$ cat src/hdl/vwrite_pkg.sv
package vwrite_pkg;

   localparam int ADDR_W     = 8;
   localparam int DATA_W     = 32;
   localparam int PERIOD_W   = 8;
   localparam int DELAY_W    = 6;
   localparam int LEN_W      = 8;
   localparam int BUS_ADDR_W = 32;

   typedef logic [ADDR_W-1:0]     addr_t;
   typedef logic [DATA_W-1:0]     data_t;
   typedef logic [PERIOD_W-1:0]   period_t;
   typedef logic [DELAY_W-1:0]    delay_t;
   typedef logic [LEN_W-1:0]      len_t;
   typedef logic [BUS_ADDR_W-1:0] bus_addr_t;

   typedef enum logic {
      ST_IDLE,
      ST_ACTIVE
   } ctrl_state_t;

   // run configuration, sampled on the run pulse
   typedef struct packed {
      bus_addr_t ext_addr;
      addr_t     store_start;
      addr_t     store_incr;
      period_t   store_period;
      delay_t    store_delay;
      addr_t     read_incr;
      period_t   read_period;
      len_t      length;
      logic      ping_pong;
      logic      enable_write;
   } vw_cfg_t;

endpackage
$ cat src/hdl/mem_reader.sv
`timescale 1ns/100ps

module mem_reader #(
   parameter int FIFO_DEPTH = 2
) (
   input  logic              clk,
   input  logic              rst,
   input  logic              s_valid_i,
   input  vwrite_pkg::addr_t s_addr_i,
   output logic              s_ready_o,
   output logic              m_valid_o,
   input  logic              m_ready_i,
   output vwrite_pkg::data_t m_data_o,
   output logic              mem_en_o,
   output vwrite_pkg::addr_t mem_addr_o,
   input  vwrite_pkg::data_t mem_data_i
);
   import vwrite_pkg::*;

   localparam int PTR_W = (FIFO_DEPTH > 1) ? $clog2(FIFO_DEPTH) : 1;
   localparam int CNT_W = $clog2(FIFO_DEPTH + 1);
   localparam logic [CNT_W-1:0] DEPTH_C  = CNT_W'(FIFO_DEPTH);
   localparam logic [PTR_W-1:0] LAST_PTR = PTR_W'(FIFO_DEPTH - 1);

   data_t            queue_q [FIFO_DEPTH];
   logic [PTR_W-1:0] wr_ptr;
   logic [PTR_W-1:0] rd_ptr;
   logic [CNT_W-1:0] q_cnt;
   logic [CNT_W-1:0] pend_cnt;    // reads in flight plus queued words
   logic             rd_inflight;
   logic             push;
   logic             pop;

   function automatic logic [PTR_W-1:0] next_ptr(input logic [PTR_W-1:0] ptr);
      return (ptr == LAST_PTR) ? '0 : ptr + PTR_W'(1);
   endfunction

   assign pop        = m_valid_o && m_ready_i;
   assign push       = rd_inflight;
   assign m_valid_o  = (q_cnt != '0);
   assign m_data_o   = queue_q[rd_ptr];
   // a word leaving this cycle frees its slot at once
   assign s_ready_o  = (pend_cnt != DEPTH_C) || pop;
   assign mem_en_o   = s_valid_i && s_ready_o;
   assign mem_addr_o = s_addr_i;

   always_ff @(posedge clk or posedge rst) begin
      if (rst) begin
         rd_inflight <= 1'b0;
         pend_cnt    <= '0;
         q_cnt       <= '0;
         wr_ptr      <= '0;
         rd_ptr      <= '0;
      end else begin
         rd_inflight <= mem_en_o;
         case ({mem_en_o, pop})
            2'b10:   pend_cnt <= pend_cnt + CNT_W'(1);
            2'b01:   pend_cnt <= pend_cnt - CNT_W'(1);
            default: pend_cnt <= pend_cnt;
         endcase
         case ({push, pop})
            2'b10:   q_cnt <= q_cnt + CNT_W'(1);
            2'b01:   q_cnt <= q_cnt - CNT_W'(1);
            default: q_cnt <= q_cnt;
         endcase
         if (push) wr_ptr <= next_ptr(wr_ptr);
         if (pop) rd_ptr <= next_ptr(rd_ptr);
      end
   end

   // buffer data arrives one cycle after the read
   always_ff @(posedge clk) begin
      if (push) queue_q[wr_ptr] <= mem_data_i;
   end

endmodule

$ cat config.mk
export PLATFORM = sky130hd
export DESIGN_NAME = mem_reader
export DESIGN_NICKNAME = d
export VERILOG_FILES = /design/src/hdl/vwrite_pkg.sv /design/src/hdl/mem_reader.sv
export SDC_FILE = /design/constraint.sdc
export NUM_CORES = 1
export LEC_CHECK = 0
export BUFFER_PORTS_ARGS = -buffer_cell sky130_fd_sc_hd__buf_4
export CORE_MARGIN = 2
export CORE_UTILIZATION = 30
export CTS_CLUSTER_SIZE = 28
export DETAILED_ROUTE_END_ITERATION = 6
export HOLD_SLACK_MARGIN = 0.06
export PLACE_DENSITY = 0.65
export SYNTH_ARGS = -nofsm -noshare
export SYNTH_HDL_FRONTEND = slang
export SYNTH_SLANG_ARGS = --single-unit
$ cat constraint.sdc
create_clock -name clk -period 2.2 [get_ports clk]
set_input_delay 0.11 -clock clk [delete_from_list [all_inputs] [get_ports clk]]
set_output_delay 0.11 -clock clk [all_outputs]
set_load 0.02 [all_outputs]
== Word-level counts from Yosys, hierarchy flattened ==
Memories as Yosys holds them, arrays and structs flattened.
Index checks and enable logic that the tools add are counted.
Widths: inputs -> output; s select.

* Bits in writable memories: 64
* Memories: 1
* Output and inout bits: 43
* Input port bits: 44
* Bits in read-only memories: 0
* Register bits after elaboration: 7
* Bits in latches: 0

* Add/subtract/negate cells: 6
* Multiply operators: 0
* Equal/unequal tests: 5
* Magnitude comparators: 0
* Bitwise gates (word level): 0
* Shift operators: 0
* Mux-type cells: 6
* Divide/modulo/power cells: 0
* Reductions and logical operators: 6

{| class="wikitable"
|+ Memories
! memory !! words !! width !! read ports !! clocked after Yosys merged registers in !! write ports !! RTL line !! text
|-
| queue_q || 2 || 32 || 1 || 0 || 1 || mem_reader.sv:25 || <nowiki>data_t queue_q [FIFO_DEPTH];</nowiki>
|}

{| class="wikitable"
|+ Operators with widths
! cell !! count
|-
| $pmux 2 s2 || 2
|-
| $reduce_bool 2->1 || 3
|-
| $add 2x1->2 const B || 2
|-
| $eq 2x1->1 const B || 2
|-
| $eq 2x2->1 const B || 2
|-
| $mux 1 || 4
|-
| $sub 2x1->2 const B || 2
|-
| $add 1x1->1 const B || 2
|-
| $logic_and 1x1->1 || 2
|-
| $ne 2x2->1 const B || 1
|-
| $logic_or 1x1->1 || 1
|}

== Depth between registers and ports, before layout ==
Gate-level depths: netlist (run 1).

* Depth after elaboration: 6
* Gate-level depth with buffers: 6
* Mapped depth without buffers: 6

== Least setup slack after synthesis (run 1) ==
OpenSTA, ideal clock, no wires.

* Kind: reg-to-reg
* From: reg rd_inflight (netlist: push)
* To: mem queue_q[0][0] (netlist name) (enable)
* Period minus slack after synthesis: 2192 ps
* Cell stages (with the launch flop): 3
* Path slack: 8 ps
* Arrival time: 1771 ps
* Path buffers: 0
* Cell sequence: dfrtp_1 inv_1 nor2_1

* Word-level cells in the longest chain between the ends: 2

{| class="wikitable"
|+ RTL lines
! what !! RTL line !! text
|-
| start: declaration || mem_reader.sv:30 || <nowiki>logic rd_inflight;</nowiki>
|-
| start signal: assignment || mem_reader.sv:55 || <nowiki>rd_inflight <= mem_en_o;</nowiki>
|-
| $mux 1 || mem_reader.sv:73 || <nowiki>if (push) queue_q[wr_ptr] <= mem_data_i;</nowiki>
|-
| $mux 1 (not written as such) || mem_reader.sv:73 ||
|-
| end: declaration || mem_reader.sv:25 ||
|}

Every way passes these cells.

== Worst setup path in the final report (run 1) ==
* From: reg rd_ptr
* To: out m_data_o[10]

* Word-level cells in the longest chain between the ends: 1

{| class="wikitable"
|+ RTL lines
! what !! RTL line !! text
|-
| start: declaration || mem_reader.sv:27 || <nowiki>logic [PTR_W-1:0] rd_ptr;</nowiki>
|-
| start signal: assignment || mem_reader.sv:67 || <nowiki>if (pop) rd_ptr <= next_ptr(rd_ptr);</nowiki>
|-
| $mem_v2 2x32 || n/a ||
|-
| end: declaration || mem_reader.sv:13 || <nowiki>output vwrite_pkg::data_t m_data_o,</nowiki>
|}

Every way passes these cells.

==> impl_results.md, run 1 <==
* DR top layer: met4
* Die W at 99.0 µm
* Type of origin of the critical path: register
* Worst vdd ir at 489 µV
* Worst skew pair latency at 0.34 ns
* Crit path DAT at 1.83 ns
* HP Class: input pin to output pin
* Max frequency at 517 MHz
* Worst-path clk slew at 0.07 ns
* Register area share after synthesis at 77.5%
* Tcrit/Tclk final at 88.0%
* Vias per cell at 4.21
* CTS tree: built
* Post-Route WL at 5030 µm
* Hold WS at 0.220 ns
* Clock Tree Root: clkbuf_8
* Setup Total Neg Slack at 0 ns
* I/O Pins at 87
* DR iter-0 viols at 35
* TritonRoute pass-1 iters at 4
* # diodes at 0
* Final setup fails at 0
* Synth unique cells at 21
* Area leader, netlist: edfxtp_1
* Max Root-Sink Buffers at 2
* Port-buffer cells at 70
* Row count at 34
* Cells after DPL at 309
* Clock skew at 0.00891 ns
* Non-Filler Instances at 360
* Worst-path fanout max at 33
* Worst setup EP type: output pin
* Clock Sinks at 71
* Vias in the first global route at 1,652
* Post-synth EDFFs at 64
* Num CTS Buffers at 9
* Unrepaired setup endpoints after global routing: false
* Number of buffers inserted by hold repair at cts at 35
* Worst Hold Launch: s_addr_i[0]
* Met3 routed WL at 321 µm
* Die height at 99.0 µm
* P&R area growth vs syn at 44.4%
* NumNets Final at 292
* Worst Slack Setup Final at 0.264 ns
* Main synth FF type: edfxtp_1
* DPL Wire Length at 3170 µm
* Area of the core at 8720 µm²
* First-pass GRT wire length at 7970 µm
* Most frequent cell after synthesis: edfxtp_1
* Synth warnings at 0
* CTS H-Tree Depth at 3
* Mapped Nets at 186
* Hold Path End: mem_addr_o[0]
* Initial Util at 31.0%
* Status: finished clean
* Synthesized area at 2710 µm²
* R2R Setup Slk at 0.77 ns
* Routability cong. at 0.699
* Post-route ant nets at 0
* Post-CTS setup buffers at 0
* Share of the synthesized area in the top cell type at 71.0%
* Gr ovfl total at 0
* Worst setup path start: rd_ptr
* Reg2reg end: q_cnt[1]
* Post-layout minimum cycle time at 1.94 ns
* Met1 Wirelength at 2150 µm
* Full die area at 9800 µm²
* Slew Viols, Final at 0
* Slew HR at 47.2%
* FF-to-FF path depth at 5
* Least-Margin Pin Slew at 0.792 ns
* CP required at 2.09 ns
* Top cells by area, synth: edfxtp_1 71%, mux2_2 13%, dfrtp_1 6.5%, buf_4 2.2%, xnor2_1 1.3%
* Place WS at 0.605 ns
* P per Cell Area at 1250 nW/µm²
* Asr flop ratio synth at 9.86%
* Synth cell count leaders: 64 x edfxtp_1, 32 x mux2_2, 8 x buf_4
* Seq cells post-synth at 71
* Vias post-DR at 1,517
* Cts repair resizes at 0
* Met2 wire len at 2510 µm
* Largest net degree at the start of global routing at 34
* Hold Crit Depth at 0
* Gr usage total at 10.9%
* DRC viols at 0
* Util after Layout at 44.8%
* Layout cells sized above 1 at 49.6%
* Avg WL per Cell at 14.0 µm
* Leak at 1.49 nW
* Antenna violations before repair at 0
* CP Class: register to output pin
* Hold Vio Cnt, Final at 0
* Max Cap Viol at 0
* R2R Path Start: q_cnt[0]
* Syn avg cell area at 19.2 µm²
* Synthesized instance count at 141
## critical path: stages (launching register included)
cell and delay [ns]:
dfrtp_2 0.88, mux2_2 0.42, buf_4 0.16
## stage by stage
stage,instance area [µm²],power [mW]
2_1_floorplan,2710,3.08
3_3_place_gp,3340,3.74
3_5_place_dp,3340,3.76
4_1_cts,3910,4.97
5_1_grt,3910,5.15
6_report,3910,4.88
## how the worst max path moves through the flow
stage | endpoint | slack, ns | cells after the start
final | m_data_o[10] | 0.26 | 2
after global routing | m_data_o[10] | 0.14 | 2
after CTS | m_data_o[15] | 0.21 | 2
after detailed placement | m_data_o[15] | 0.60 | 2
after global placement | m_data_o[15] | 0.58 | 2
after floorplan | queue_q[0][0] | 0.008 | 2
## final cells by class
cell class	count	area, µm²
fill	776	4810
sequential	71	2100
timing repair buffer	107	916
multi-input combinational	53	520
tap	108	135
clock buffer	9	124
clock inverter	7	96.3
inverter	5	18.8
## flip-flops by register name, indices dropped and copies added, names as in the netlist
name      flops
push          1
rd_ptr        1
q_cnt         2
wr_ptr        1
queue_q      64
pend_cnt      2
## cell usage in the layout (no fill, tap or decap), types with 2 or more instances in the layout
master and n:
buf_4 70, inv_1 4, clkinvlp_4 3, dlygate4sd3_1 35, dfrtp_1 6, mux2_2 32
xor2_1 3, buf_12 2, edfxtp_1 64, xnor2_1 4, clkbuf_8 9, nor2_1 2
bufinv_16 2
## routing by layer
| metal | vias up | track usage [%] |
|---|---|---|
| met4 | 0 | 4.74 |
| met3 | 7 | 4.54 |
| met2 | 49 | 18.6 |
| li1 | 731 | - |
| met1 | 730 | 12.0 |
| met5 | - | 0 |
## cells by family after synthesis
| logic type | Yosys count | synth area share [%] |
|---|---|---|
| simple gates | 9 | 1.76 |
| compound gates | 4 | 1.11 |
| flops | 71 | 77.5 |
| buf+inv | 17 | 3.61 |
| mux | 32 | 13.3 |
| xor+xnor | 7 | 2.27 |
| fa+ha+maj | 1 | 0.462 |
## power by group
group / internal, mW / total, mW / switching (mW)
Clock: 0.639 / 1.13 / 0.489
Combinational: 0.843 / 1.66 / 0.819
Sequential: 1.85 / 2.09 / 0.238
Total: 3.33 / 4.88 / 1.55
Power figures use the tool's default switching activity.
==> run 2: changes to the inputs <==
- PLACE_DENSITY: 0.65 -> unset
==> run 2 against run 1 <==
  * Global-route usage decreased by 0.46 points
  * Register-to-register slack got worse by 0.02 ns
  * Final cell count increased by 0.28%
  * Critical path depth increased by 1
  * Sequential power decreased by 3%
  * First-iteration DRC count decreased by 14%
  * Clock-buffer cell count increased by 3
==> impl_results.md, run 2 (same netlist as run 1, synthesis figures left out) <==
* Post-route ant nets at 0 (unchanged)
* Num CTS Buffers at 9 (unchanged)
* DR iter-0 viols at 30 (-14%)
* CTS tree: built
* Avg WL per Cell at 13.7 µm (-2.0%)
* Max frequency at 548 MHz (+6.2%)
* TritonRoute pass-1 iters at 4 (unchanged)
* DR top layer: met4
* Worst setup path start: rd_ptr
* Clock skew at 0.00491 ns (-0.00400 ns)
* Antenna violations before repair at 0 (unchanged)
* Clock Sinks at 71 (unchanged)
* First-pass GRT wire length at 7660 µm (-3.9%)
* Least-Margin Pin Slew at 0.454 ns (-0.338 ns)
* Switching power at 1.51 mW (-2.0%)
* Die W at 99.0 µm (unchanged)
* Gr ovfl total at 0 (unchanged)
* DPL Wire Length at 3110 µm (-1.9%)
* Hold Vio Cnt, Final at 0 (unchanged)
* Worst Hold Launch: m_ready_i
* Unrepaired setup endpoints after global routing: false
* R2R Path Start: q_cnt[0]
* Leak at 1.47 nW (-0.89%)
* CP endpoint: m_data_o[14]
* Worst setup EP type: output pin
* Setup Total Neg Slack at 0 ns (unchanged)
* # diodes at 0 (unchanged)
* Cts repair resizes at 0 (unchanged)
* Worst vdd ir at 493 µV (+0.77%)
* Type of origin of the critical path: register
* Post-layout minimum cycle time at 1.82 ns (-0.112 ns)
* Commonest cells after routing, fill and taps aside: 72 x buf_4, 64 x edfxtp_1, 34 x dlygate4sd3_1
* Worst-path fanout max at 18 (-45%)
* NumNets Final at 293 (+0.34%)
* P&R area growth vs syn at 42.3%
* Max Cap Viol at 0 (unchanged)
* Switching Fraction at 32.7% (+0.98 points)
* Post-Route WL at 4940 µm (-1.7%)
* Pint at 3.12 mW (-6.3%)
* Routability cong. at 0.681 (-2.6%)
* Post-CTS setup buffers at 0 (unchanged)
* Critical path's slowest cell: dfrtp_2
* Met2 wire len at 2600 µm (+3.7%)
* Worst skew pair latency at 0.33 ns (about the same)
* Gr usage total at 10.5% (-0.46 points)
* Clock Tree Root: clkbuf_8
* Commonest non-fill, non-tap cell in the layout: buf_4
* Row count at 34 (unchanged)
* Top Registers: queue_q x64, pend_cnt x2, q_cnt x2
* P per Cell Area at 1200 nW/µm² (-3.5%)
* Full die area at 9800 µm² (unchanged)
* Area post-placement at 3350 µm² (+0.45%)
* Most flops, register: queue_q
* HP Class: input pin to register
* Worst path max stage delay at 0.63 ns (-0.25 ns)
* Cell area after layout at 3850 µm² (-1.5%)
* Initial Util at 31.0% (unchanged)
* Slew Viols, Final at 0 (unchanged)
* Port-buffer cells at 70 (unchanged)
* Vias per cell at 4.25 (+0.97%)
* DRC viols at 0 (unchanged)
* Final setup fails at 0 (unchanged)
* Logic pwr share at 37.8% (+3.7 points)
* Status: finished clean
* Crit path DAT at 1.71 ns (-0.12 ns)
* Reg power frac at 43.6% (+0.8 points)
* Reg2reg end: q_cnt[1]
* Max reg flops at 64 (unchanged)
* Largest net degree at the start of global routing at 19 (-44%)
* FF-to-FF path depth at 5 (unchanged)
* Clock group share of total power at 18.6% (-4.5 points)
* R2R Setup Slk at 0.75 ns (-0.02 ns)
* Worst-path clk slew at 0.06 ns (about the same)
* Area of the core at 8720 µm² (unchanged)
* Met3 routed WL at 309 µm (-3.7%)
* Max Root-Sink Buffers at 2 (unchanged)
* Met1 Wirelength at 1980 µm (-7.7%)
* Layout cells sized above 1 at 48.6% (-0.99 points)
* Tcrit/Tclk final at 82.9% (-5.1 points)
* I/O Pins at 87 (unchanged)
* Slew HR at 69.7% (+23 points)
* Vias in the first global route at 1,596 (-3.4%)
* CP required at 2.09 ns (about the same)
* Die height at 99.0 µm (unchanged)
* Vias post-DR at 1,536 (+1.3%)
* Crit-path cells: buf_12, mux2_2, buf_4
* CTS H-Tree Depth at 3 (unchanged)
* CP Class: register to output pin
==> run 2: metal layers <==
metal,vias to the layer above,track usage (%)
li1,733,-
met1,746,11.8
met2,50,17.4
met3,7,4.68
met4,0,4.21
met5,-,0
==> run 2: worst min path at each step <==
stage                        to  slack [ns]  cells past startpoint
floorplan           pend_cnt[0]       -0.09                      1
CTS                      rd_ptr        0.08                      3
global route             rd_ptr        0.08                      3
finish                   rd_ptr        0.09                      3
global placement           push        0.08                      2
detailed placement         push        0.09                      2
==> run 2: cell type report <==
type                            instances  area (µm²)
Tap cell                              108         135
Multi-Input combinational cell         53         520
Clock buffer                           12         135
Timing Repair Buffer                  108         921
Inverter                                5        18.8
Sequential cell                        71        2100
Fill cell                             799        4870
Clock inverter                          4        22.5
==> run 2: stage by stage <==
step / instances / hold slack, ns / utilization, % / power, mW / setup WS [ns]
after global routing: 361 / 0.0809 / 44.2 / 4.90 / 0.283
after global placement: 311 / 0.0825 / 38.5 / 3.78 / 0.714
after floorplan: 141 / -0.0866 / - / 3.08 / 0.00754
final: 361 / 0.0932 / 44.2 / 4.64 / 0.377
after detailed placement: 311 / 0.0852 / 38.5 / 3.79 / 0.702
after CTS: 361 / 0.0845 / 44.2 / 4.72 / 0.324
==> run 2: what timing repair did <==
| item | CTS | global route |
|---|---|---|
| hold buffers | 34 | 0 |
| endpoints found under the hold margin | 72 | 0 |
| setup endpoints to repair | 0 | 0 |
==> run 2: power by group through the flow <==
stage / Clock (mW) / Combinational, mW / Sequential, mW
5_1_grt: 0.958 / 1.88 / 2.06
3_5_place_dp: 0 / 1.73 / 2.06
3_3_place_gp: 0 / 1.74 / 2.04
2_1_floorplan: 0 / 1.11 / 1.97
4_1_cts: 0.901 / 1.79 / 2.03
6_report: 0.863 / 1.75 / 2.02
==> run 2: worst max-delay path: cells and delay by family (launching register included) <==
| kind | cells | cell delay (ns) |
|---|---|---|
| DFF | 1 | 0.63 |
| buffers and inverters | 2 | 0.38 |
| muxes | 1 | 0.36 |
==> run 3: changes to the inputs <==
- clock period: 2.2 -> 1.7 ns (I/O delays scaled with it)
==> run 3 against run 2 <==
  * Clock power is 80% higher
  * Sequential share of layout area is 1.4 points lower
  * Setup slack worse by 0.22 ns
  * Register-to-register slack worse by 0.48 ns
  * Utilization up 1.1 points
  * Critical endpoint is now m_data_o[12]
==> impl_results.md, run 3 (same netlist as run 1, synthesis figures left out) <==
* Status: finished clean
* Non-Filler Instances at 361 (unchanged)
* Vias in the first global route at 1,630 (+2.1%)
* Vias per cell at 4.20 (-1.3%)
* R2R Setup Slk at 0.27 ns (-0.48 ns)
* Max frequency at 648 MHz
* Top Registers: queue_q x64, pend_cnt x2, q_cnt x2
* Reg power frac at 39.3% (-4.3 points)
* Least-Margin Pin Slew at 0.279 ns (-0.175 ns)
* Post-route ant nets at 0 (unchanged)
* Port-buffer cells at 70 (unchanged)
* Worst-path fanout max at 33 (+15)
* Cell area after layout at 3950 µm² (+2.6%)
* Hold Vio Cnt, Final at 0 (unchanged)
* TritonRoute pass-1 iters at 4 (unchanged)
* DRC viols at 0 (unchanged)
* Number of buffers inserted by hold repair at cts at 35 (+2.9%)
* CP endpoint: m_data_o[12]
* Met3 routed WL at 304 µm (-1.6%)
* Routability cong. at 0.701 (+2.9%)
* Largest net degree at the start of global routing at 34 (+15)
* Final setup fails at 0 (unchanged)
* Max reg flops at 64 (unchanged)
* P&R area growth vs syn at 46.0%
* Max Cap Viol at 0 (unchanged)
* Crit-path cells: buf_12, mux2_2, buf_4
* Switching power at 1.96 mW (+30%)
* CTS H-Tree Depth at 3 (unchanged)
* HP Class: input pin to output pin
* Die W at 99.0 µm (unchanged)
* Num CTS Buffers at 9 (unchanged)
* I/O Pins at 87 (unchanged)
* R2R Path Start: q_cnt[0]
* Post-layout minimum cycle time at 1.54 ns
* Type of origin of the critical path: register
* Slew Viols, Final at 0 (unchanged)
* Tcrit/Tclk final at 90.8%
* Initial Util at 31.0% (unchanged)
* Slew HR at 81.4% (+12 points)
* Row count at 34 (unchanged)
* Met2 wire len at 2480 µm (-4.6%)
* FF-to-FF path depth at 5 (unchanged)
* Worst setup EP type: output pin
* CP required at 1.62 ns (-0.47 ns)
* Switching Fraction at 30.4% (-2.3 points)
* Met1 Wirelength at 1980 µm (-0.20%)
* Commonest cells after routing, fill and taps aside: 71 x buf_4, 64 x edfxtp_1, 35 x dlygate4sd3_1
* Worst vdd ir at 798 µV (+62%)
* Logic pwr share at 36.6% (-1.2 points)
* Most flops, register: queue_q
* Gr ovfl total at 0 (unchanged)
* Critical path's slowest cell: dfrtp_2
* Worst setup path start: rd_ptr
* CP Class: register to output pin
* Clock group share of total power at 24.0% (+5.4 points)
* Full die area at 9800 µm² (unchanged)
* Area of the core at 8720 µm² (unchanged)
* Avg WL per Cell at 13.4 µm (-2.3%)
* Max Root-Sink Buffers at 2 (unchanged)
* Leak at 1.51 nW (+2.6%)
* Cells after DPL at 311 (unchanged)
* DR iter-0 viols at 15 (-50%)
* NumNets Final at 294 (+0.34%)
* Post-Route WL at 4830 µm (-2.3%)
* Pint at 4.50 mW (+44%)
* DR top layer: met4
* Clock Sinks at 71 (unchanged)
* CTS tree: built
* # diodes at 0 (unchanged)
* Area post-placement at 3370 µm² (+0.37%)
* Setup Total Neg Slack at 0 ns (unchanged)
* Vias post-DR at 1,516 (-1.3%)
* Reg2reg end: q_cnt[1]
* Clock skew at 0.00529 ns (+0.000381 ns)
* Die height at 99.0 µm (unchanged)
* Post-CTS setup buffers at 0 (unchanged)
* Worst-path clk slew at 0.07 ns (about the same)
* Clock Tree Root: clkbuf_8
* Gr usage total at 10.4% (-0.056 points)
* Cts repair resizes at 0 (unchanged)
* P per Cell Area at 1640 nW/µm² (+36%)
* Unrepaired setup endpoints after global routing: false
* Worst skew pair latency at 0.33 ns (about the same)
* Commonest non-fill, non-tap cell in the layout: buf_4
* Crit path DAT at 1.46 ns (-0.25 ns)
* Worst path max stage delay at 0.37 ns (-0.26 ns)
* Antenna violations before repair at 0 (unchanged)
* DPL Wire Length at 2990 µm (-3.8%)
* First-pass GRT wire length at 7720 µm (+0.81%)
* Layout cells sized above 1 at 49.4% (+0.79 points)
run 3: how the worst min path moves through the flow:
stage | from | endpoint | slack, ns | cells after the start
floorplan | rst | pend_cnt[0] | -0.11 | 1
global placement | rst | pend_cnt[0] | 0.05 | 2
detailed placement | rst | pend_cnt[0] | 0.05 | 2
CTS | s_addr_i[1] | mem_addr_o[1] | 0.17 | 0
global route | s_addr_i[6] | mem_addr_o[6] | 0.17 | 0
finish | s_addr_i[0] | mem_addr_o[0] | 0.17 | 0
run 3: power groups by stage:
stage	sequential [mW]	combinational [mW]	clock, mW
2_1_floorplan	2.54	1.44	0
3_3_place_gp	2.56	2.35	0
3_5_place_dp	2.58	2.37	0
4_1_cts	2.55	2.43	1.62
5_1_grt	2.59	2.55	1.69
6_report	2.54	2.37	1.55
run 3: stage by stage:
stage	power, mW	hold slack (ns)	setup WS (ns)	util [%]
after detailed placement	4.95	0.0511	0.260	38.6
after global routing	6.83	0.170	0.0723	45.3
after CTS	6.60	0.170	0.112	45.3
final	6.47	0.170	0.157	45.3
after floorplan	3.98	-0.112	0.0406	-
after global placement	4.91	0.0464	0.326	38.6
run 3: cell type report:
class                           instances  area, µm²
Clock buffer                            9        124
Clock inverter                          6        110
Fill cell                             779       4770
Inverter                                5       18.8
Multi-Input combinational cell         53        520
Sequential cell                        71       2100
Tap cell                              108        135
Timing Repair Buffer                  109        943
run 3: critical path, delay by kind of cell, from the launching register on:
| family | cells | cell delay, ns |
|---|---|---|
| flip-flops | 1 | 0.37 |
| buffers and inverters | 2 | 0.38 |
| multiplexers | 1 | 0.37 |
run 3: per-layer routing:
| layer | vias to the layer above | global-route usage, % |
|---|---|---|
| met1 | 726 | 11.5 |
| met2 | 48 | 17.8 |
| met4 | 0 | 4.11 |
| li1 | 734 | - |
| met5 | - | 0 |
| met3 | 8 | 4.47 |
